--- src/agu_pkg.sv ---
// address widths, bank geometry, size codes and fault bit positions for the data address stage
package agu_pkg;

  // virtual side
  localparam int VADDR_W = 44;
  // 8 KiB pages
  localparam int PAGE_BITS = 13;
  localparam int VPN_W = VADDR_W - PAGE_BITS;

  // physical side
  localparam int PADDR_W = 44;
  localparam int PPN_W = PADDR_W - PAGE_BITS;

  // cache banks, 4 bytes each
  localparam int BANK_COUNT = 32;
  localparam int BANK_W = 5;
  // lowest address bit of the bank index
  localparam int BANK_LSB = 2;

  // operation fields
  localparam int SIZE_W = 5;
  localparam int TAG_W = 9;

  // integer size codes
  localparam logic [SIZE_W-1:0] SZ_BYTE = 5'd16;
  localparam logic [SIZE_W-1:0] SZ_HALF = 5'd17;
  localparam logic [SIZE_W-1:0] SZ_WORD = 5'd18;
  localparam logic [SIZE_W-1:0] SZ_DWORD = 5'd19;

  // 80-bit extended float, 10 bytes
  localparam logic [SIZE_W-1:0] SZ_EXT = 5'd3;
  // 160-bit fill/spill, always 5 banks
  localparam logic [SIZE_W-1:0] SZ_SPILL = 5'd15;

  // size classes, one per run-length rule
  localparam logic [2:0] CLS_1 = 3'd0;
  localparam logic [2:0] CLS_2 = 3'd1;
  localparam logic [2:0] CLS_4 = 3'd2;
  localparam logic [2:0] CLS_8 = 3'd3;
  localparam logic [2:0] CLS_10 = 3'd4;
  localparam logic [2:0] CLS_16 = 3'd5;
  localparam logic [2:0] CLS_20 = 3'd6;

  // page fault code
  localparam int FAULT_W = 2;
  // user access to a system page
  localparam int FAULT_SYS = 1;
  // page marked not accessible
  localparam int FAULT_NA = 0;

endpackage
--- src/agu_top.sv ---
// top level of the data address stage: intake, operation queue and translation stage
`timescale 1ns/1ps

module agu_top #(
  parameter int QUEUE_DEPTH = 4,
  parameter int TLB_ENTRIES = 8
) (
  input  logic clk,
  input  logic rst,
  input  logic in_valid,
  input  logic [agu_pkg::VADDR_W-1:0] in_vaddr,
  input  logic [agu_pkg::SIZE_W-1:0] in_size,
  input  logic in_kernel,
  input  logic [agu_pkg::TAG_W-1:0] in_tag,
  output logic in_ready,
  input  logic fill_en,
  input  logic [((TLB_ENTRIES > 1) ? $clog2(TLB_ENTRIES) : 1)-1:0] fill_idx,
  input  logic [agu_pkg::VPN_W-1:0] fill_vpn,
  input  logic [agu_pkg::PPN_W-1:0] fill_ppn,
  input  logic fill_sys,
  input  logic fill_na,
  output logic res_valid,
  output logic [agu_pkg::PADDR_W-1:0] res_paddr,
  output logic [agu_pkg::BANK_COUNT-1:0] res_banks,
  output logic res_miss,
  output logic [agu_pkg::FAULT_W-1:0] res_fault,
  output logic [agu_pkg::TAG_W-1:0] res_tag,
  input  logic res_ready
);

  // intake to queue
  logic push;
  logic [agu_pkg::VADDR_W-1:0] q_vaddr;
  logic [agu_pkg::SIZE_W-1:0] q_size;
  logic q_kernel;
  logic [agu_pkg::TAG_W-1:0] q_tag;

  // queue head to translation
  logic head_valid;
  logic [agu_pkg::VADDR_W-1:0] head_vaddr;
  logic [agu_pkg::SIZE_W-1:0] head_size;
  logic head_kernel;
  logic [agu_pkg::TAG_W-1:0] head_tag;
  // pop doubles as the credit return
  logic pop;

  mop_intake #(.QUEUE_DEPTH(QUEUE_DEPTH)) u_intake (
    .clk(clk), .rst(rst),
    .in_valid(in_valid), .in_vaddr(in_vaddr), .in_size(in_size),
    .in_kernel(in_kernel), .in_tag(in_tag), .credit(pop),
    .in_ready(in_ready), .push(push),
    .q_vaddr(q_vaddr), .q_size(q_size), .q_kernel(q_kernel), .q_tag(q_tag)
  );

  mop_queue #(.QUEUE_DEPTH(QUEUE_DEPTH)) u_queue (
    .clk(clk), .rst(rst),
    .push(push), .push_vaddr(q_vaddr), .push_size(q_size),
    .push_kernel(q_kernel), .push_tag(q_tag), .pop(pop),
    .head_valid(head_valid), .head_vaddr(head_vaddr), .head_size(head_size),
    .head_kernel(head_kernel), .head_tag(head_tag)
  );

  xlate_stage #(.TLB_ENTRIES(TLB_ENTRIES)) u_xlate (
    .clk(clk), .rst(rst),
    .head_valid(head_valid), .head_vaddr(head_vaddr), .head_size(head_size),
    .head_kernel(head_kernel), .head_tag(head_tag),
    .fill_en(fill_en), .fill_idx(fill_idx), .fill_vpn(fill_vpn),
    .fill_ppn(fill_ppn), .fill_sys(fill_sys), .fill_na(fill_na),
    .res_ready(res_ready), .pop(pop),
    .res_valid(res_valid), .res_paddr(res_paddr), .res_banks(res_banks),
    .res_miss(res_miss), .res_fault(res_fault), .res_tag(res_tag)
  );

endmodule

--- src/mop_intake.sv ---
// operation intake: credit counter and one-entry input register feeding the queue
`timescale 1ns/1ps

module mop_intake #(
  parameter int QUEUE_DEPTH = 4
) (
  input  logic clk,
  input  logic rst,
  input  logic in_valid,
  input  logic [agu_pkg::VADDR_W-1:0] in_vaddr,
  input  logic [agu_pkg::SIZE_W-1:0] in_size,
  input  logic in_kernel,
  input  logic [agu_pkg::TAG_W-1:0] in_tag,
  input  logic credit,
  output logic in_ready,
  output logic push,
  output logic [agu_pkg::VADDR_W-1:0] q_vaddr,
  output logic [agu_pkg::SIZE_W-1:0] q_size,
  output logic q_kernel,
  output logic [agu_pkg::TAG_W-1:0] q_tag
);

  localparam int CNT_W = $clog2(QUEUE_DEPTH + 1);

  logic [CNT_W-1:0] credits;
  logic accept;

  // one free queue slot per credit
  assign in_ready = (credits != '0);
  assign accept = in_valid && in_ready;

  always_ff @(posedge clk) begin
    if (rst) begin
      credits <= CNT_W'(QUEUE_DEPTH);
      push <= 1'b0;
    end else begin
      push <= accept;
      // spend and return in the same cycle cancel out
      if (accept && !credit) begin
        credits <= credits - CNT_W'(1);
      end else if (!accept && credit) begin
        credits <= credits + CNT_W'(1);
      end
    end
  end

  // input register, pushed on the following edge
  always_ff @(posedge clk) begin
    if (accept) begin
      q_vaddr <= in_vaddr;
      q_size <= in_size;
      q_kernel <= in_kernel;
      q_tag <= in_tag;
    end
  end

endmodule

--- src/mop_queue.sv ---
// circular FIFO of memory operations with read/write pointers and occupancy count
`timescale 1ns/1ps

module mop_queue #(
  parameter int QUEUE_DEPTH = 4
) (
  input  logic clk,
  input  logic rst,
  input  logic push,
  input  logic [agu_pkg::VADDR_W-1:0] push_vaddr,
  input  logic [agu_pkg::SIZE_W-1:0] push_size,
  input  logic push_kernel,
  input  logic [agu_pkg::TAG_W-1:0] push_tag,
  input  logic pop,
  output logic head_valid,
  output logic [agu_pkg::VADDR_W-1:0] head_vaddr,
  output logic [agu_pkg::SIZE_W-1:0] head_size,
  output logic head_kernel,
  output logic [agu_pkg::TAG_W-1:0] head_tag
);

  localparam int PTR_W = (QUEUE_DEPTH > 1) ? $clog2(QUEUE_DEPTH) : 1;
  localparam int CNT_W = $clog2(QUEUE_DEPTH + 1);
  localparam logic [PTR_W-1:0] LAST = PTR_W'(QUEUE_DEPTH - 1);

  logic [agu_pkg::VADDR_W-1:0] mem_vaddr [QUEUE_DEPTH];
  logic [agu_pkg::SIZE_W-1:0] mem_size [QUEUE_DEPTH];
  logic mem_kernel [QUEUE_DEPTH];
  logic [agu_pkg::TAG_W-1:0] mem_tag [QUEUE_DEPTH];

  logic [PTR_W-1:0] wr_ptr;
  logic [PTR_W-1:0] rd_ptr;
  logic [CNT_W-1:0] count;

  // head is visible the cycle after its push
  assign head_valid = (count != '0);
  assign head_vaddr = mem_vaddr[rd_ptr];
  assign head_size = mem_size[rd_ptr];
  assign head_kernel = mem_kernel[rd_ptr];
  assign head_tag = mem_tag[rd_ptr];

  always_ff @(posedge clk) begin
    if (rst) begin
      wr_ptr <= '0;
      rd_ptr <= '0;
      count <= '0;
    end else begin
      // no full check, the intake credits keep pushes in bounds
      if (push) begin
        wr_ptr <= (wr_ptr == LAST) ? '0 : wr_ptr + PTR_W'(1);
      end
      if (pop) begin
        rd_ptr <= (rd_ptr == LAST) ? '0 : rd_ptr + PTR_W'(1);
      end
      if (push && !pop) begin
        count <= count + CNT_W'(1);
      end else if (pop && !push) begin
        count <= count - CNT_W'(1);
      end
    end
  end

  always_ff @(posedge clk) begin
    if (push) begin
      mem_vaddr[wr_ptr] <= push_vaddr;
      mem_size[wr_ptr] <= push_size;
      mem_kernel[wr_ptr] <= push_kernel;
      mem_tag[wr_ptr] <= push_tag;
    end
  end

endmodule

--- src/xlate_stage.sv ---
// translation stage: pop control, TLB lookup, bank mask, fault check and result register
`timescale 1ns/1ps

module xlate_stage #(
  parameter int TLB_ENTRIES = 8
) (
  input  logic clk,
  input  logic rst,
  input  logic head_valid,
  input  logic [agu_pkg::VADDR_W-1:0] head_vaddr,
  input  logic [agu_pkg::SIZE_W-1:0] head_size,
  input  logic head_kernel,
  input  logic [agu_pkg::TAG_W-1:0] head_tag,
  input  logic fill_en,
  input  logic [((TLB_ENTRIES > 1) ? $clog2(TLB_ENTRIES) : 1)-1:0] fill_idx,
  input  logic [agu_pkg::VPN_W-1:0] fill_vpn,
  input  logic [agu_pkg::PPN_W-1:0] fill_ppn,
  input  logic fill_sys,
  input  logic fill_na,
  input  logic res_ready,
  output logic pop,
  output logic res_valid,
  output logic [agu_pkg::PADDR_W-1:0] res_paddr,
  output logic [agu_pkg::BANK_COUNT-1:0] res_banks,
  output logic res_miss,
  output logic [agu_pkg::FAULT_W-1:0] res_fault,
  output logic [agu_pkg::TAG_W-1:0] res_tag
);

  logic hit;
  logic [agu_pkg::PPN_W-1:0] hit_ppn;
  logic hit_sys;
  logic hit_na;
  logic [agu_pkg::BANK_COUNT-1:0] banks;
  logic [agu_pkg::FAULT_W-1:0] fault;

  tlb_array #(.TLB_ENTRIES(TLB_ENTRIES)) u_tlb (
    .clk(clk), .rst(rst),
    .lookup_vpn(head_vaddr[agu_pkg::VADDR_W-1:agu_pkg::PAGE_BITS]),
    .fill_en(fill_en), .fill_idx(fill_idx), .fill_vpn(fill_vpn),
    .fill_ppn(fill_ppn), .fill_sys(fill_sys), .fill_na(fill_na),
    .hit(hit), .hit_ppn(hit_ppn), .hit_sys(hit_sys), .hit_na(hit_na)
  );

  bank_mask_gen u_banks (
    .size(head_size),
    .addr_low(head_vaddr[1:0]),
    .bank0(head_vaddr[agu_pkg::BANK_LSB +: agu_pkg::BANK_W]),
    .banks(banks)
  );

  // take the head when the result slot is free or draining this cycle
  assign pop = head_valid && (!res_valid || res_ready);

  always_comb begin
    fault = '0;
    fault[agu_pkg::FAULT_SYS] = hit_sys && !head_kernel;
    fault[agu_pkg::FAULT_NA] = hit_na;
  end

  always_ff @(posedge clk) begin
    if (rst) begin
      res_valid <= 1'b0;
    end else if (pop) begin
      res_valid <= 1'b1;
    end else if (res_ready) begin
      res_valid <= 1'b0;
    end
  end

  // result payload, held while the consumer stalls
  always_ff @(posedge clk) begin
    if (pop) begin
      res_tag <= head_tag;
      res_miss <= !hit;
      if (hit) begin
        res_paddr <= {hit_ppn, head_vaddr[agu_pkg::PAGE_BITS-1:0]};
        res_banks <= banks;
        res_fault <= fault;
      end else begin
        // a miss carries no access
        res_paddr <= '0;
        res_banks <= '0;
        res_fault <= '0;
      end
    end
  end

endmodule

--- src/tlb_array.sv ---
// fully associative data TLB with indexed fill and lowest-index lookup
`timescale 1ns/1ps

module tlb_array #(
  parameter int TLB_ENTRIES = 8
) (
  input  logic clk,
  input  logic rst,
  input  logic [agu_pkg::VPN_W-1:0] lookup_vpn,
  input  logic fill_en,
  input  logic [((TLB_ENTRIES > 1) ? $clog2(TLB_ENTRIES) : 1)-1:0] fill_idx,
  input  logic [agu_pkg::VPN_W-1:0] fill_vpn,
  input  logic [agu_pkg::PPN_W-1:0] fill_ppn,
  input  logic fill_sys,
  input  logic fill_na,
  output logic hit,
  output logic [agu_pkg::PPN_W-1:0] hit_ppn,
  output logic hit_sys,
  output logic hit_na
);

  logic [TLB_ENTRIES-1:0] valid;
  logic [agu_pkg::VPN_W-1:0] vpn [TLB_ENTRIES];
  logic [agu_pkg::PPN_W-1:0] ppn [TLB_ENTRIES];
  logic [TLB_ENTRIES-1:0] sys;
  logic [TLB_ENTRIES-1:0] na;

  always_ff @(posedge clk) begin
    if (rst) begin
      valid <= '0;
    end else if (fill_en) begin
      valid[fill_idx] <= 1'b1;
    end
  end

  always_ff @(posedge clk) begin
    if (fill_en) begin
      vpn[fill_idx] <= fill_vpn;
      ppn[fill_idx] <= fill_ppn;
      sys[fill_idx] <= fill_sys;
      na[fill_idx] <= fill_na;
    end
  end

  // scan downwards so the lowest matching entry wins
  always_comb begin
    hit = 1'b0;
    hit_ppn = '0;
    hit_sys = 1'b0;
    hit_na = 1'b0;
    for (int i = TLB_ENTRIES - 1; i >= 0; i--) begin
      if (valid[i] && vpn[i] == lookup_vpn) begin
        hit = 1'b1;
        hit_ppn = ppn[i];
        hit_sys = sys[i];
        hit_na = na[i];
      end
    end
  end

endmodule

--- src/bank_mask_gen.sv ---
// size code decode and wrapping bank run mask
`timescale 1ns/1ps

module bank_mask_gen (
  input  logic [agu_pkg::SIZE_W-1:0] size,
  input  logic [1:0] addr_low,
  input  logic [agu_pkg::BANK_W-1:0] bank0,
  output logic [agu_pkg::BANK_COUNT-1:0] banks
);

  logic [2:0] size_class;
  logic [agu_pkg::BANK_W-1:0] run_len;
  logic [agu_pkg::BANK_W-1:0] offset;
  logic step;
  logic step3;

  // any misalignment, or misaligned by three bytes
  assign step = |addr_low;
  assign step3 = &addr_low;

  always_comb begin
    case (size)
      agu_pkg::SZ_BYTE: size_class = agu_pkg::CLS_1;
      agu_pkg::SZ_HALF: size_class = agu_pkg::CLS_2;
      agu_pkg::SZ_WORD: size_class = agu_pkg::CLS_4;
      agu_pkg::SZ_DWORD: size_class = agu_pkg::CLS_8;
      agu_pkg::SZ_EXT: size_class = agu_pkg::CLS_10;
      agu_pkg::SZ_SPILL: size_class = agu_pkg::CLS_20;
      // 32-bit float forms
      5'd4, 5'd5, 5'd6: size_class = agu_pkg::CLS_4;
      // 128-bit vectors, unaligned and aligned
      5'd0, 5'd1, 5'd2, 5'd12, 5'd13, 5'd14: size_class = agu_pkg::CLS_16;
      // 64-bit forms and anything unlisted
      default: size_class = agu_pkg::CLS_8;
    endcase
  end

  always_comb begin
    case (size_class)
      agu_pkg::CLS_1: run_len = 5'd1;
      agu_pkg::CLS_2: run_len = step3 ? 5'd2 : 5'd1;
      agu_pkg::CLS_4: run_len = step ? 5'd2 : 5'd1;
      agu_pkg::CLS_10: run_len = step3 ? 5'd4 : 5'd3;
      agu_pkg::CLS_16: run_len = step ? 5'd5 : 5'd4;
      agu_pkg::CLS_20: run_len = 5'd5;
      default: run_len = step ? 5'd3 : 5'd2;
    endcase
  end

  // distance from bank0 modulo the bank count gives the wrap
  always_comb begin
    offset = '0;
    for (int i = 0; i < agu_pkg::BANK_COUNT; i++) begin
      offset = agu_pkg::BANK_W'(i) - bank0;
      banks[i] = (offset < run_len);
    end
  end

endmodule

--- config.mk ---
export PLATFORM = sky130hd
export DESIGN_NAME = agu_top
export DESIGN_NICKNAME = d
export VERILOG_FILES = /design/src/agu_pkg.sv /design/src/agu_top.sv /design/src/mop_intake.sv /design/src/mop_queue.sv /design/src/xlate_stage.sv /design/src/tlb_array.sv /design/src/bank_mask_gen.sv
export SDC_FILE = /design/constraint.sdc
export NUM_CORES = 1
export LEC_CHECK = 0
export BUFFER_PORTS_ARGS = -buffer_cell sky130_fd_sc_hd__buf_2
export CORE_MARGIN = 8
export CORE_UTILIZATION = 35
export CTS_BUF_LIST = sky130_fd_sc_hd__clkbuf_8
export DETAILED_ROUTE_END_ITERATION = 12
export PLACE_DENSITY = 0.48
export REMOVE_ABC_BUFFERS = 1
export SYNTH_ARGS = -nofsm -noshare
export SYNTH_HDL_FRONTEND = slang
export SYNTH_SLANG_ARGS = --single-unit
--- constraint.sdc ---
create_clock -name clk -period 10.9 [get_ports clk]
set_clock_uncertainty 0.15 [all_clocks]
set_input_delay 1.635 -clock clk [delete_from_list [all_inputs] [get_ports clk]]
set_output_delay 1.635 -clock clk [all_outputs]
set_load 0.01 [all_outputs]
==> results of run 1 <==
-- synth_stat cells, types with 27 or more instances --
library cell,instances
o32a_1,31
a41oi_1,32
clkbuf_1,95
buf_2,34
nand2_1,47
nand4_1,27
inv_1,56
ha_1,31
xor2_1,134
o31ai_1,33
nor2_1,99
mux4_2,57
and4_1,34
edfxtp_1,895
o21ai_1,34
a41o_1,31
mux2i_1,67
xnor2_1,137
and3_1,36
a311oi_1,32
o21ai_0,84
nor4_1,35
or4_1,41
a21oi_1,34
-- power groups by stage --
stage                     clock (mW)  combinational (mW)  sequential (mW)
final                           3.01                2.78             4.48
after global routing            3.26                2.98             4.52
after CTS                       3.11                2.80             4.50
after detailed placement           0                2.79             4.57
after global placement             0                2.77             4.56
after floorplan                    0                1.58             4.68
-- worst max path at each step --
stage	cells after the start	slack [ns]	to
2_1_floorplan	9	0.73	u_xlate.res_fault[1]$_SDFFCE_PP0P_
3_3_place_gp	13	4.75	u_xlate.res_paddr[43]$_SDFFCE_PP0P_
3_5_place_dp	13	4.74	u_xlate.res_paddr[43]$_SDFFCE_PP0P_
4_1_cts	13	4.71	u_xlate.res_paddr[43]$_SDFFCE_PP0P_
5_1_grt	13	4.46	u_xlate.res_paddr[32]$_SDFFCE_PP0P_
6_report	13	4.65	u_xlate.res_paddr[43]$_SDFFCE_PP0P_
-- cells by family after synthesis --
logic type | count (synthesis)
compound gates | 411
mux | 132
flops | 917
fa+ha+maj | 33
xor+xnor | 271
simple gates | 433
buf+inv | 204
-- metal layers --
metal	GRT usage	routed length (microns)
met5	0	64
met4	0.0564	2900
met3	0.0440	8220
met2	0.314	56600
met1	0.249	49900
-- final cells by class --
class                           count  area, sq um  area share
Timing Repair Buffer              271         1480      0.0334
Clock buffer                      159         2190      0.0493
Clock inverter                    122          805      0.0181
Inverter                           58          218     0.00490
Antenna cell                        4         10.0    0.000225
Sequential cell                   917        27300       0.615
Tap cell                         1476         1850      0.0416
Multi-Input combinational cell   1280        10500       0.237
-- worst max-delay path: stages, from the launching register on --
cell       delay, ns
dfxtp_4         0.62
buf_4           0.75
mux2i_1         0.73
xnor2_1         0.22
a2111oi_0       1.09
a21o_1          0.23
buf_4           0.45
nand3_1         0.35
o2111ai_2       0.34
nor4b_4         0.08
buf_4           0.26
nand2b_1        0.20
buf_4           0.26
o21ai_0         0.23
-- placed cells by master, fill, tap and decap left out, types with 33 or more instances in the layout --
master and n:
edfxtp_1 895, buf_2 220, clkbuf_8 159, xnor2_1 137, xor2_1 134, inv_1 91, nor2_1 91, o21ai_0 83
mux2i_1 66, mux4_2 57, buf_4 51, nand2_1 47, clkinv_1 44, or4_1 40, and3_1 35, o21ai_1 34
nor4_1 34, o31ai_1 33
-- sequential cells by signal, summed over array words and instances, names as in the netlist, 2 cells and up, named ones only --
name                 flops
u_xlate.u_tlb.ppn      248
u_xlate.u_tlb.vpn      248
u_queue.mem_vaddr      176
u_intake.q_vaddr        44
u_xlate.res_paddr       44
u_queue.mem_tag         36
u_xlate.res_banks       32
u_queue.mem_size        20
u_intake.q_tag           9
u_xlate.res_tag          9
u_xlate.u_tlb.na         8
u_xlate.u_tlb.sys        8
u_xlate.u_tlb.valid      8
u_intake.q_size          5
u_queue.mem_kernel       4
u_intake.credits         3
u_queue.count            3
u_queue.rd_ptr           2
u_queue.wr_ptr           2
u_xlate.res_fault        2
-- stage by stage --
step	util	hold WS [ns]	setup slack, ns
floorplan	-	0.284	0.725
global placement	0.379	0.299	4.75
detailed placement	0.379	0.309	4.74
CTS	0.407	0.325	4.71
global route	0.407	0.346	4.46
finish	0.407	0.325	4.65
==> results, run 1 <==
- The cell area after placement is ~41000 sq um.
- Synthesis instantiated 78 different standard cells from the library.
- The number of instances on the worst hold path is 2.
- The total count of max-transition violations in the final report came to 0.
- The share of total power dissipated in combinational logic is 0.270.
- The number of buffers created by CTS is 159.
- For the worst setup path, the data arrival time is slightly below 7 ns.
- Row generation in the floorplan step produced ~120 rows.
- The post-synthesis sequential element count is 917.
- Of the total power, the share spent switching nets is 0.338.
- The synthesized design contains just under 900 enable-type register cells.
- For this run, the register share of the synthesized area comes to 0.708.
- The mapped netlist covers between 30000 and 40000 sq um.
- During I/O placement, the number of pins put on the boundary was 221.
- The area overhead of the layout relative to synthesis is 15.1%.
- The count of buffers added on input and output ports is 220.
- The routed layout has about 23000 vias.
- The synthesized design spends more area on one cell type than any other, namely edfxtp_1.
- The effective utilization at floorplan is 0.353.
- The final non-filler cell total is about 4300.
- The core region is ~110000 sq um.
- The main flop type after synthesis is edfxtp_1.
- The DRC violation total after the first TritonRoute iteration is about 2000.
- Setup violations remaining at the end of the flow were counted as 0.
- Setup repair after global routing left no endpoint under its margin.
- The internal power of the cells totals 6.80 mW.
- The area of all placed cells without fillers is between 40000 and 50000 sq um.
- The startpoint of the worst hold path is u_xlate.u_tlb.valid[2]$_SDFFE_PP0P_.
- Using the TritonRoute via totals, the vias-per-cell ratio works out to roughly 5.4.
- The sink of the worst hold path is u_xlate.u_tlb.valid[2]$_SDFFE_PP0P_.
- Counting flops with an async set or reset pin after synthesis yields a share of 0.
- The post-synthesis simple-gate area fraction is 0.0652.
- After synthesis, the largest family of logic cells by area is compound AO/OA/AOI/OAI gates.
- The number of detailed-route iterations in the first pass is 6.
- The worst min-delay path class is reg -> reg.
- For this run, the top clock speed supported by timing is 0.160 GHz.
- The measured slew at the worst slew-check pin is ~1.3 ns.
- The post-cts repair resize count is 0.
- The gate count after technology mapping is 2401.
- Max-cap violations in this run came to 0.
- The die is 348 microns tall.
- The via count of the first global-routing pass was between 20000 and 25000.
- STA classifies the critical path endpoint as a register.
- For the worst-skew pair, the clock arrives at the later sink with an insertion delay of about 0.86 ns.
- Ranked by total cell area, the synthesized netlist is headed by edfxtp_1, mux4_2, xnor2_1, xor2_1, mux2i_1.
- The clock power share is 0.293.
- The tree built by TritonCTS fans out to between 900 and 1000 sinks.
- The cell chosen for the clock root is clkbuf_8.
- The half-perimeter wire length after placement is around 76 mm.
- After routing, the total negative slack on setup checks comes to 0 ns.
- In this run the power spent charging and discharging nets is about 3.5 mW.
- The total placed cells including tap cells is between 4000 and 5000.
- The post-route antenna net violation count is 0.
- At the worst endpoint, the required time is roughly 11 ns.
- The overall global routing resource usage is 0.190.
- The CTS clock-pin slew for the worst setup and hold paths is roughly 0.06 ns.
- The die outline width is ~350 microns.
- The filler cell count is between 10000 and 15000.
- The number of failing hold endpoints at the final stage is 0.
- The residual DRC count is 0.
- The post-CTS repair timing setup buffer count is 0.
- The normalized max-slew margin is 0.103.
- After detailed routing, the average wire length per cell comes to between 20 and 30 microns.
- The cell depth of the worst flop-to-flop path is 13.
- The setup slack of the worst register-to-register path is around 4.6 ns.
- The sequential fraction of design power is 0.437.
- TritonCTS built the clock tree.
- Of the cells placed in the final design, the portion with a size suffix greater than 1 is 0.207.
- The longest clock path from root to sink contains 3 buffers.
- The maximum fanout count along the critical path is 52.
- The end of the worst register-to-register path is u_xlate.res_paddr[43]$_SDFFCE_PP0P_.
- The wire length of the first global-routing pass is 170 mm.
- The routed design could run at a clock period as short as roughly 6.3 ns.
- The total overflow left after global routing is 0.
- The average instance in the mapped netlist occupies roughly 16 sq um.
- The initial antenna violation count is 14.
- The global placement routability congestion is approximately 0.90.
- Of the total synthesized cell area, the portion taken by full adders, half adders and majority gates is 0.0111.
- The cts-stage hold buffer count is 0.
- The completed layout was analyzed and its total power is slightly above 10 mW.
- By startpoint and endpoint, the worst setup path is classified as reg -> reg.
- The worst ir drop on vdd is ~0.00014 V.
- The die covers 121000 sq um.
- Of the post-synthesis cell area, the part taken by muxes is 0.0531.
- The depth of the CTS H-tree is 4.
- Of the total synthesized cell area, the portion taken by XOR and XNOR cells is 0.0615.
- The maximum number of pins on one net before global-route repair is just under 70.
- The net count of the finished layout is between 2000 and 3000.
- STA classifies the critical path startpoint as a register.
- The flow ran to the end, and the final reports show no timing, DRC or antenna violations.
- Yosys printed 0 warnings.
- The total routed wirelength is 118 mm.
- The complex-gate fraction of the synthesized area is 0.0782.
- The ratio of total power to cell area is 231 nW/um^2.
- Of the available clock period, the critical path in the final layout requires 0.574.
- The leakage component of the power is roughly 15 nW.
- Of the post-synthesis cell area, the dominant cell type holds 0.697.
No activity file was read; power rests on OpenSTA's default activity.
==> run 2, diff against run 1 <==
- PLACE_DENSITY: 0.48 -> 0.49
- clock period: 10.9 -> 5.4 ns (I/O delays scaled with it)
==> results, run 2 (synthesized netlist as in run 1, its figures left out) <==
- The run finished with clean final reports.
- The number of detailed-route iterations in the first pass came to 6 (unchanged).
- The area overhead of the layout relative to synthesis is 17.4%.
- TritonCTS built the clock tree.
- The number of failing setup endpoints in the final timing report is 0 (unchanged).
- The clock net sink count is 917 (unchanged).
- The measured slew at the worst slew-check pin is 1.10 ns (-0.241 ns).
- The number of buffers created by CTS is 159 (unchanged).
- The via density per instance is 5.42 (+0.61%).
- The area enclosed by the die boundary is 121000 sq um (unchanged).
- In the layout the commonest cells are edfxtp_1, buf_2, clkbuf_8.
- The area of all placed cells without fillers is 45300 sq um (+1.9%).
- The setup TNS was 0 ns (unchanged).
- The time the worst path needs with I/O delays and setup is 5.04 ns (-1.22 ns).
- The path class of the tightest hold or removal check is in -> reg.
- The worst endpoint required time is 5.81 ns (-5.61 ns).
- The cts-stage hold buffer count came to 59 (+59).
- The kind of end point of the critical path is a register.
- The CTS clock-pin slew for the worst setup and hold paths is 0.06 ns (about the same).
- The ratio of total power to cell area came to 458 nW/um^2 (+98%).
- The number of nets in the final layout is 2946 (+3.3%).
- The core area is 109000 sq um (unchanged).
- The wire length per cell after detailed routing is 27.4 microns (-0.36%).
- The post-route antenna net violation count was 0 (unchanged).
- The via count of the first global-routing pass is 24800 (+3.8%).
- The tree is rooted in a clkbuf_8.
- In the final layout, the registers with the most flip-flops are u_xlate.u_tlb.ppn: 248 flops, u_xlate.u_tlb.vpn: 248 flops, u_queue.mem_vaddr: 176 flops.
- The number of failing hold endpoints at the final stage is 0 (unchanged).
- The filler cell count is 9940 (-1.5%).
- The cell area after placement is 41700 sq um (+0.77%).
- The upper clock frequency limit came to 0.199 GHz (+24%).
- The die outline width is 348 microns (unchanged).
- The share of final-layout standard cells stronger than drive strength 1 came to 0.209 (+0.00214).
- The setup slack after layout is 0.364 ns (-4.28 ns).
- The initial antenna violation count is 16 (+2).
- The effective utilization at floorplan is 0.353 (unchanged).
- The count of input and output buffers came to 220 (unchanged).
- The DRC violation total after the first TritonRoute iteration is 2214 (+11%).
- The residual DRC count was 0 (unchanged).
- The final worst-path cycle share is 0.933 (+0.359).
- The library cell used most frequently in the layout, excluding fill and tap cells, is edfxtp_1.
- The critical path is of the reg -> reg type.
- The post-cts repair resize count is 0 (unchanged).
- The half-perimeter wire length after placement is 74.9 mm (-1.7%).
- The maximum fanout count along the critical path is 62 (+19%).
- The global placement routability congestion is 0.896 (-0.27%).
- The I/O pin count was 221 (unchanged).
- The minimum setup slack after placement is 0.278 ns (-4.46 ns).
- The leakage component of the power is 15.4 nW (+3.2%).
- The maximum buffer depth of the clock tree came to 3 (unchanged).
- The later-pin clock latency in the skew report is 0.86 ns (about the same).
- The die outline height came to 348 microns (unchanged).
- The cell row count was 121 (unchanged).
- The remaining global-route overflow was 0 (unchanged).
- The startpoint type of the worst setup path is a register.
- Setup repair after global routing left no endpoint under its margin.
- The total routed wirelength is 120 mm (+1.8%).
- The depth of the CTS H-tree is 4 (unchanged).
- The overall global routing resource usage is 0.193 (+0.00314).
- The post-CTS repair timing setup buffer count is 0 (unchanged).
- The overall power of the completed layout is 20.7 mW (+100%).
- The number of maximum-capacitance constraint violations is 0 (unchanged).
- The wire length of the first global-routing pass is 172 mm (+1.7%).
- The normalized max-slew margin was 0.266 (+0.163).
- The total number of vias is 23700 (+2.8%).
- The total count of max-transition violations in the final report was 0 (unchanged).
- The critical path data arrival time is 5.45 ns (-1.32 ns).
- The maximum number of pins on one net before global-route repair is 67 (-2.9%).
- The worst ir drop on vdd is 0.000292 V (+110%).
## run 2: metal layers
| layer | part of all wire | GRT usage | vias up |
|---|---|---|---|
| li1 | - | - | 10300 |
| met1 | 0.43 | 0.255 | 12100 |
| met2 | 0.48 | 0.316 | 1073 |
| met3 | 0.066 | 0.0377 | 282 |
| met4 | 0.033 | 0.0718 | 4 |
| met5 | 0.00014 | 0 | - |
## run 2: path summary, 6_finish.rpt
path / startpoint / end / slack, ns / cells past startpoint
min reg2reg: u_intake.q_tag[7]$_DFFE_PP_ / u_queue.mem_tag[0][7]$_DFFE_PP_ / 0.31 / 0
max reg2reg: register / u_xlate.res_paddr[16]$_SDFFCE_PP0P_ / 0.36 / 9
min: in_vaddr[41] / u_intake.q_vaddr[41]$_DFFE_PP_ / 0.08 / 1
max: register / u_xlate.res_paddr[16]$_SDFFCE_PP0P_ / 0.36 / 9
## run 2: power breakdown
group / switching, mW / internal, mW
registers: 0.416 / 8.64
clock network: 2.95 / 3.04
logic: 3.63 / 2.06
total: 7.00 / 13.7
## run 2: area by class of cell
type | count | area [sq um] | share of cell area
diodes | 5 | 12.5 | 0.000276
clock buffers | 167 | 2300 | 0.0508
clock inverters | 110 | 644 | 0.0142
inverters | 58 | 218 | 0.00481
multi-input cells | 1280 | 10500 | 0.232
flip-flops and latches | 917 | 27300 | 0.604
well taps | 1476 | 1850 | 0.0408
repair buffers | 366 | 2410 | 0.0532
## run 2: through the flow
stage               std cells  utilization  hold slack [ns]
floorplan                2255            -            0.284
global placement         4038        0.382            0.298
detailed placement       4038        0.382            0.309
CTS                      4374        0.415          0.00148
global route             4378        0.415           0.0290
finish                   4379        0.415           0.0804
## run 2: worst max-delay path, cell delays in order, from the launching register on
cell and delay [ns]:
dfxtp_4 0.80, buf_12 0.30, mux4_2 0.61, xor2_1 0.17, nor4_1 0.61, nand4_1 0.24
or4_2 0.83, buf_4 0.35, o21ai_0 0.51, o21ai_1 0.12
